--- config.mk ---
export PLATFORM = sky130hd
export DESIGN_NAME = armCore
export DESIGN_NICKNAME = d
export VERILOG_FILES = /design/src/hdl/corePkg.sv /design/src/hdl/microCtrlIf.sv /design/src/hdl/aluUnit.sv /design/src/hdl/regFile.sv /design/src/hdl/dataPath.sv /design/src/hdl/microSequencer.sv /design/src/hdl/armCore.sv
export VERILOG_INCLUDE_DIRS = /design/src /design/src/hdl
export SDC_FILE = /design/constraint.sdc
export NUM_CORES = 2
export LEC_CHECK = 0
export ABC_AREA = 1
export BUFFER_PORTS_ARGS = -buffer_cell sky130_fd_sc_hd__buf_4
export CORE_AREA = 2 2 335 254
export DETAILED_ROUTE_END_ITERATION = 12
export DIE_AREA = 0 0 337 256
export GPL_ROUTABILITY_DRIVEN = 0
export GPL_TIMING_DRIVEN = 0
export PLACE_DENSITY = 0.57
export SYNTH_ARGS = -nofsm -noshare
export SYNTH_HDL_FRONTEND = slang
export SYNTH_SLANG_ARGS = --single-unit
--- constraint.sdc ---
create_clock -name clk -period 13 [get_ports clk]
set_clock_uncertainty 0.1 [all_clocks]
set_input_delay 2.6 -clock clk [delete_from_list [all_inputs] [get_ports clk]]
set_output_delay 2.6 -clock clk [all_outputs]
set_load 0.02 [all_outputs]
--- src/hdl/core_cfg.svh ---
`ifndef CORE_CFG_SVH
`define CORE_CFG_SVH

// Core word and register file geometry
`define DATA_WIDTH 32
`define REG_COUNT 16
`define REG_ADDR_WIDTH 4

// R15 doubles as program counter
`define PC_REG 15
`define RESET_PC 32'h0000_0000

`endif

--- src/hdl/corePkg.sv ---
`default_nettype none

package corePkg;

  // Data-processing opcodes keep their instruction encoding
  typedef enum logic [4:0] {
    AluAnd     = 5'd0,
    AluEor     = 5'd1,
    AluSub     = 5'd2,
    AluRsb     = 5'd3,
    AluAdd     = 5'd4,
    AluAdc     = 5'd5,
    AluSbc     = 5'd6,
    AluRsc     = 5'd7,
    AluTst     = 5'd8,
    AluTeq     = 5'd9,
    AluCmp     = 5'd10,
    AluCmn     = 5'd11,
    AluOrr     = 5'd12,
    AluMov     = 5'd13,
    AluBic     = 5'd14,
    AluMvn     = 5'd15,
    AluAddFour = 5'd16
  } aluOpE;

  typedef enum logic [1:0] {
    StFetch,
    StMemRead,
    StDecode,
    StExecute
  } microStateE;

  typedef enum logic [3:0] {
    CondEq, CondNe, CondCs, CondCc, CondMi, CondPl, CondVs, CondVc,
    CondHi, CondLs, CondGe, CondLt, CondGt, CondLe, CondAl
  } condCodeE;

  typedef struct packed {
    logic n;
    logic z;
    logic c;
    logic v;
  } flagsT;

endpackage

`default_nettype wire

--- src/hdl/microCtrlIf.sv ---
`timescale 1ns/100ps
`default_nettype none

`include "core_cfg.svh"

interface microCtrlIf import corePkg::*; ();

  // Microword
  logic aSelPc;
  aluOpE aluOp;
  logic destPc;
  logic rfWrEn;
  logic marEn;
  logic irEn;
  logic flagsEn;

  // Status back to the sequencer
  logic [`DATA_WIDTH-1:0] instr;
  flagsT flags;

  modport sequencer (
    output aSelPc, aluOp, destPc, rfWrEn, marEn, irEn, flagsEn,
    input instr, flags
  );

  modport datapath (
    input aSelPc, aluOp, destPc, rfWrEn, marEn, irEn, flagsEn,
    output instr, flags
  );

endinterface

`default_nettype wire

--- src/hdl/aluUnit.sv ---
`timescale 1ns/100ps
`default_nettype none

`include "core_cfg.svh"

module aluUnit import corePkg::*; (
  input  wire logic [`DATA_WIDTH-1:0] a,
  input  wire logic [`DATA_WIDTH-1:0] b,
  input  wire aluOpE                  op,
  input  wire flagsT                  inFlags,
  output logic [`DATA_WIDTH-1:0]      result,
  output flagsT                       outFlags
);

  localparam logic [`DATA_WIDTH-1:0] FetchStep = 4;

  logic [`DATA_WIDTH-1:0] addX;
  logic [`DATA_WIDTH-1:0] addY;
  logic                   addCin;
  logic                   arith;
  logic [`DATA_WIDTH:0]   sum;

  // Every arithmetic op maps onto one adder; subtraction adds the inverse
  always_comb
  begin
    addX   = a;
    addY   = b;
    addCin = 1'b0;
    arith  = 1'b1;
    case (op)
      AluSub, AluCmp:
      begin
        addY   = ~b;
        addCin = 1'b1;
      end
      AluRsb:
      begin
        addX   = b;
        addY   = ~a;
        addCin = 1'b1;
      end
      AluAdd, AluCmn: addCin = 1'b0;
      AluAdc: addCin = inFlags.c;
      AluSbc:
      begin
        addY   = ~b;
        addCin = inFlags.c;
      end
      AluRsc:
      begin
        addX   = b;
        addY   = ~a;
        addCin = inFlags.c;
      end
      AluAddFour: addY = FetchStep;
      default: arith = 1'b0;
    endcase
  end

  assign sum = {1'b0, addX} + {1'b0, addY} + {{`DATA_WIDTH{1'b0}}, addCin};

  always_comb
  begin
    case (op)
      AluAnd, AluTst: result = a & b;
      AluEor, AluTeq: result = a ^ b;
      AluOrr: result = a | b;
      AluMov: result = b;
      AluBic: result = a & ~b;
      AluMvn: result = ~b;
      default: result = sum[`DATA_WIDTH-1:0];
    endcase
  end

  always_comb
  begin
    outFlags.n = result[`DATA_WIDTH-1];
    outFlags.z = ~|result;
    // Carry out doubles as NOT borrow thanks to the inverted operand
    outFlags.c = arith ? sum[`DATA_WIDTH] : inFlags.c;
    outFlags.v = arith ? (addX[`DATA_WIDTH-1] == addY[`DATA_WIDTH-1]) &&
                         (sum[`DATA_WIDTH-1] != addX[`DATA_WIDTH-1])
                       : inFlags.v;
  end

endmodule

`default_nettype wire

--- src/hdl/regFile.sv ---
`timescale 1ns/100ps
`default_nettype none

`include "core_cfg.svh"

module regFile (
  input  wire logic                       clk,
  input  wire logic                       rstN,
  input  wire logic [`REG_ADDR_WIDTH-1:0] rdAddr,
  output logic [`DATA_WIDTH-1:0]          rdData,
  input  wire logic                       wrEn,
  input  wire logic [`REG_ADDR_WIDTH-1:0] wrAddr,
  input  wire logic [`DATA_WIDTH-1:0]     wrData
);

  logic [`DATA_WIDTH-1:0] regs [`REG_COUNT];

  always_ff @(posedge clk or negedge rstN)
  begin
    if (!rstN)
    begin
      for (int i = 0; i < `REG_COUNT; i++)
        regs[i] <= '0;
      regs[`PC_REG] <= `RESET_PC;
    end
    else if (wrEn)
      regs[wrAddr] <= wrData;
  end

  // Single combinational read port
  assign rdData = regs[rdAddr];

endmodule

`default_nettype wire

--- src/hdl/dataPath.sv ---
`timescale 1ns/100ps
`default_nettype none

`include "core_cfg.svh"

module dataPath import corePkg::*; (
  input  wire logic                       clk,
  input  wire logic                       rstN,
  microCtrlIf.datapath                    ctrl,
  output logic [`DATA_WIDTH-1:0]          wbAdr,
  input  wire logic [`DATA_WIDTH-1:0]     wbDatI,
  output logic                            retireValid,
  output logic [`REG_ADDR_WIDTH-1:0]      retireReg,
  output logic [`DATA_WIDTH-1:0]          retireData
);

  localparam logic [`REG_ADDR_WIDTH-1:0] PcIdx = `PC_REG;

  logic [`DATA_WIDTH-1:0]     instrQ;
  logic [`DATA_WIDTH-1:0]     marQ;
  flagsT                      flagsQ;

  logic [`REG_ADDR_WIDTH-1:0] rdAddr;
  logic [`REG_ADDR_WIDTH-1:0] wrAddr;
  logic [`DATA_WIDTH-1:0]     rdData;
  logic [`DATA_WIDTH-1:0]     aluResult;
  flagsT                      aluFlags;

  logic [`DATA_WIDTH-1:0]     immExt;
  logic [2*`DATA_WIDTH-1:0]   immRot;
  logic [`DATA_WIDTH-1:0]     immB;

  // Rotate right by twice the rotate field
  assign immExt = {{(`DATA_WIDTH-8){1'b0}}, instrQ[7:0]};
  assign immRot = {immExt, immExt} >> {instrQ[11:8], 1'b0};
  assign immB   = immRot[`DATA_WIDTH-1:0];

  assign rdAddr = ctrl.aSelPc ? PcIdx : instrQ[19:16];
  assign wrAddr = ctrl.destPc ? PcIdx : instrQ[15:12];

  regFile regFileInst (
    .clk    (clk),
    .rstN   (rstN),
    .rdAddr (rdAddr),
    .rdData (rdData),
    .wrEn   (ctrl.rfWrEn),
    .wrAddr (wrAddr),
    .wrData (aluResult)
  );

  aluUnit aluInst (
    .a        (rdData),
    .b        (immB),
    .op       (ctrl.aluOp),
    .inFlags  (flagsQ),
    .result   (aluResult),
    .outFlags (aluFlags)
  );

  always_ff @(posedge clk)
  begin
    if (ctrl.irEn)
      instrQ <= wbDatI;
    if (ctrl.marEn)
      marQ <= rdData;
  end

  always_ff @(posedge clk or negedge rstN)
  begin
    if (!rstN)
      flagsQ <= '0;
    else if (ctrl.flagsEn)
      flagsQ <= aluFlags;
  end

  assign ctrl.instr = instrQ;
  assign ctrl.flags = flagsQ;
  assign wbAdr      = marQ;

  // PC increments are not architectural results
  assign retireValid = ctrl.rfWrEn && !ctrl.destPc;
  assign retireReg   = wrAddr;
  assign retireData  = aluResult;

endmodule

`default_nettype wire

--- src/hdl/microSequencer.sv ---
`timescale 1ns/100ps
`default_nettype none

module microSequencer import corePkg::*; (
  input  wire logic     clk,
  input  wire logic     rstN,
  microCtrlIf.sequencer ctrl,
  output logic          wbCyc,
  output logic          wbStb,
  input  wire logic     wbAck
);

  microStateE state;
  microStateE stateNext;
  condCodeE   cond;
  flagsT      f;
  logic       condPass;
  logic       writesRd;

  assign cond = condCodeE'(ctrl.instr[31:28]);
  assign f    = ctrl.flags;

  always_comb
  begin
    case (cond)
      CondEq: condPass = f.z;
      CondNe: condPass = !f.z;
      CondCs: condPass = f.c;
      CondCc: condPass = !f.c;
      CondMi: condPass = f.n;
      CondPl: condPass = !f.n;
      CondVs: condPass = f.v;
      CondVc: condPass = !f.v;
      CondHi: condPass = f.c && !f.z;
      CondLs: condPass = !f.c || f.z;
      CondGe: condPass = f.n == f.v;
      CondLt: condPass = f.n != f.v;
      CondGt: condPass = !f.z && (f.n == f.v);
      CondLe: condPass = f.z || (f.n != f.v);
      CondAl: condPass = 1'b1;
      default: condPass = 1'b0;
    endcase
  end

  // TST, TEQ, CMP and CMN share opcode bits 10xx
  assign writesRd = ctrl.instr[24:23] != 2'b10;

  always_comb
  begin
    stateNext = state;
    case (state)
      StFetch: stateNext = StMemRead;
      StMemRead: if (wbAck) stateNext = StDecode;
      StDecode: stateNext = condPass ? StExecute : StFetch;
      StExecute: stateNext = StFetch;
      default: stateNext = StFetch;
    endcase
  end

  always_ff @(posedge clk or negedge rstN)
  begin
    if (!rstN)
      state <= StFetch;
    else
      state <= stateNext;
  end

  // Microword per state
  always_comb
  begin
    ctrl.aSelPc  = 1'b0;
    ctrl.aluOp   = AluAddFour;
    ctrl.destPc  = 1'b0;
    ctrl.rfWrEn  = 1'b0;
    ctrl.marEn   = 1'b0;
    ctrl.irEn    = 1'b0;
    ctrl.flagsEn = 1'b0;
    case (state)
      StFetch:
      begin
        ctrl.aSelPc = 1'b1;
        ctrl.destPc = 1'b1;
        ctrl.rfWrEn = 1'b1;
        ctrl.marEn  = 1'b1;
      end
      StMemRead: ctrl.irEn = wbAck;
      StExecute:
      begin
        ctrl.aluOp   = aluOpE'({1'b0, ctrl.instr[24:21]});
        ctrl.rfWrEn  = writesRd;
        ctrl.flagsEn = ctrl.instr[20];
      end
      default: ;
    endcase
  end

  assign wbCyc = state == StMemRead;
  assign wbStb = state == StMemRead;

  // wbAdr comes from the address register, which only loads on marEn
  reqHeld: assert property (@(posedge clk) disable iff (!rstN)
    (wbStb && !wbAck) |-> !ctrl.marEn ##1 (wbStb && wbCyc && !ctrl.marEn));

  // Slave may only acknowledge an open strobe
  ackInStb: assert property (@(posedge clk) disable iff (!rstN) wbAck |-> wbStb);

endmodule

`default_nettype wire

--- src/hdl/armCore.sv ---
`timescale 1ns/100ps
`default_nettype none

`include "core_cfg.svh"

module armCore import corePkg::*; (
  input  wire logic                       clk,
  input  wire logic                       rstN,
  output logic                            wbCyc,
  output logic                            wbStb,
  output logic [`DATA_WIDTH-1:0]          wbAdr,
  input  wire logic [`DATA_WIDTH-1:0]     wbDatI,
  input  wire logic                       wbAck,
  output logic                            retireValid,
  output logic [`REG_ADDR_WIDTH-1:0]      retireReg,
  output logic [`DATA_WIDTH-1:0]          retireData,
  output flagsT                           flags
);

  microCtrlIf ctrlBus ();

  microSequencer sequencerInst (
    .clk   (clk),
    .rstN  (rstN),
    .ctrl  (ctrlBus.sequencer),
    .wbCyc (wbCyc),
    .wbStb (wbStb),
    .wbAck (wbAck)
  );

  dataPath dataPathInst (
    .clk         (clk),
    .rstN        (rstN),
    .ctrl        (ctrlBus.datapath),
    .wbAdr       (wbAdr),
    .wbDatI      (wbDatI),
    .retireValid (retireValid),
    .retireReg   (retireReg),
    .retireData  (retireData)
  );

  assign flags = ctrlBus.flags;

endmodule

`default_nettype wire

==> results.yml <==
critical_path:
  cp.arrival_ns: 7.84
  critical_path_required_ns: 10.30
  start_kind: "flop"
  critPathCaptureType: "output port"
  cp_max_fo: 10
  crit_type: "flop to output port"
  rrSetupSlack_ns: 5.50
synth:
  synth_adder_area_share: 0.0271
  syn_inst: 4598
  synthDistinctLibCells: 46
  synth_compound_area_frac: 0.149
  synth-edff-count: 61
  synth_simple_gate_area_frac: 0.276
  ys_warn_count: 0
  synth-xor-area-share: 0.00160
  synth.area.mux_share: 0
  synth_flop_cell: "dfrtp_1"
  synth_area_mm2: 0.0329
  synth_top_family_by_area: "simple AND/OR/NAND/NOR gates"
  ys_seq_area_frac: 0.449
  postSynthAreaPerCell_um2: 7.16
  syn_nets: 4703
  synthArstFlopShare: 0.895
  yosys_register_bits: 579
timing:
  slew_viol_final: 0
  max_slew_margin: 0.183
  setup_viol: 0
  worstMarginPinSlew_ns: 1.22
  timing.fmax_ghz: 0.0949
  rsz0062_at_grt: "no"
  min_period_ns: 10.54
  finalCritPeriodShare: 0.810
  final-hold-violation-count: 0
  finalSetupTns_ns: 0
route:
  routedWlPerCell_um: 23.4
  antenna_left: 0
  routed_wl_mm: 139
  first_pass_iters: 6
  dr.first_iter.drc_count: 5036
  via_per_inst: 5.62
  drc: 0
  vias: 33427
floorplan:
  coreArea_mm2: 0.0832
  io_pins: 110
  rows: 92
  initial_core_util: 0.396
  die_h_um: 256
  die_w_um: 337
  dieArea_mm2: 0.0863
cts:
  cts.sinks: 579
  root_buffer: "clkbuf_16"
  cts_resized: 0
  clk_latency_ns: 0.67
  clk_path_buf_depth: 3
  postCtsSetupRepairBufs: 0
  cts_tree: "yes"
  cts_buffers: 60
  htree_levels: 2
  path_clk_slew_ns: 0.06
  cts_hold_buffers: 0
grt:
  met3_usage: 0.0721
  grtUsageTotal: 0.319
  antenna_found_initial: 4
  gr-total-overflow: 0
  use_met1: 0.496
  grt_use_met2: 0.434
  top_usage_layer: "met1"
  grt_max_degree: 118
  grt_pass1_wl_mm: 204
  grt_pass1_vias: 29930
finish:
  syn_to_final_growth_pct: 13.2
  final_layout_size_suffix_gt1_frac: 0.0741
  layout.nets: 4878
  fin_cells: 5945
  final_cell_mix: "nand2_1 (1352), o21ai_0 (714), dfrtp_1 (518), inv_1 (483), nor2_1 (423)"
  utilization: 0.448
  design_area_mm2: 0.0373
  final_common_cell: "nand2_1"
placement:
  portBuffers: 106
  dpl-instance-area_mm2: 0.0353
  dp_hpwl_mm: 103
  dp.cells: 5839
outcome:
  status: "completed"
worst_hold_path:
  hp-class: "flop to flop"
flow_run:
  drv_cap: 0
-- cells by family after synthesis --
group,Yosys count
AO/OA/AOI/OAI,935
XOR/XNOR,6
adder cells (fa/ha/maj),70
buffers and inverters,777
flip-flops,579
AND/OR/NAND/NOR,2231
-- sequential cells by signal, summed over array words and instances, names as in the netlist --
register and cells:
dataPathInst.ctrl.flags 4, sequencerInst.state 2, dataPathInst.regFileInst.regs 512, dataPathInst.wbAdr 32, dataPathInst.ctrl.instr 29
-- per-stage QoR --
| stage | hold WS, ns | setup slack, ns |
|---|---|---|
| floorplan | 0.348 | 5.36 |
| CTS | 0.383 | 2.82 |
| detailed placement | 0.367 | 3.53 |
| global placement | 0.361 | 2.26 |
| finish | 0.381 | 2.46 |
| global route | 0.400 | 2.31 |
-- cell type report --
type | instances | area [um2]
plain buffers | 280 | 1320
clock inverters | 10 | 135
well taps | 1128 | 1410
repair buffers | 113 | 988
inverters | 497 | 1870
clock buffers | 95 | 1790
flip-flops and latches | 579 | 14800
diodes | 1 | 2.50
fillers | 8672 | 46000
multi-input cells | 3242 | 15000
-- per-layer routing --
metal / vias to the layer above / wire (um)
li1: 15131 / -
met1: 16178 / 62400
met2: 1898 / 55400
met3: 220 / 17000
met4: 0 / 4070
met5: - / 0
-- critical path, stage by stage, from the launching register on --
cell and delay [ns]:
dfrtp_1 0.44, inv_1 0.12, ha_2 0.31, buf_6 0.23
inv_4 0.11, nand2_2 0.13, buf_6 0.16, clkbuf_1 0.77
nand3_1 0.21, nand3_1 0.20, nand3_1 0.11, nand2_1 0.42
o21ai_0 0.19, fa_1 0.45, inv_1 0.22, fa_1 0.29
nand2_1 0.10, nand3_1 0.08, nand2_1 0.15, o21ai_0 0.64
nand2_1 0.10, nand2_1 0.21, nand4_1 0.22, nand3b_1 0.16
nand3_1 0.48, nand2_2 0.45, buf_4 0.21
-- worst paths after layout --
path	startpoint	endpoint	depth (start not counted)
worst min-delay path	dataPathInst.regFileInst.regs[324]	dataPathInst.regFileInst.regs[324]	2
min in group asynchronous	rstN	dataPathInst.regFileInst.regs[472]	1
max in group asynchronous	rstN	dataPathInst.regFileInst.regs[194]	5
worst max-delay path	sequencerInst.state[0]	retireData[28]	26
worst min register to register	dataPathInst.regFileInst.regs[324]	dataPathInst.regFileInst.regs[324]	2
worst max register to register	sequencerInst.state[0]	dataPathInst.ctrl.flags[2]	29
-- cell usage after synthesis, types with 16 or more instances --
cell	instances	area (um2)
a21oi_1	101	505
a31oi_1	29	181
buf_2	73	365
buf_4	16	120
clkbuf_1	168	631
dfrtp_1	518	13000
edfxtp_1	61	1830
ha_1	68	851
inv_1	483	1810
nand2_1	1352	5070
nand3_1	359	1800
nand4_1	29	181
nor2_1	423	1590
nor3_1	16	80.1
o211ai_1	23	173
o21ai_0	714	3570
o21ai_1	23	115
Power is left out: the tool's default activity adds up to more than one toggle a clock period on the data nets, which glitch-free logic cannot reach.
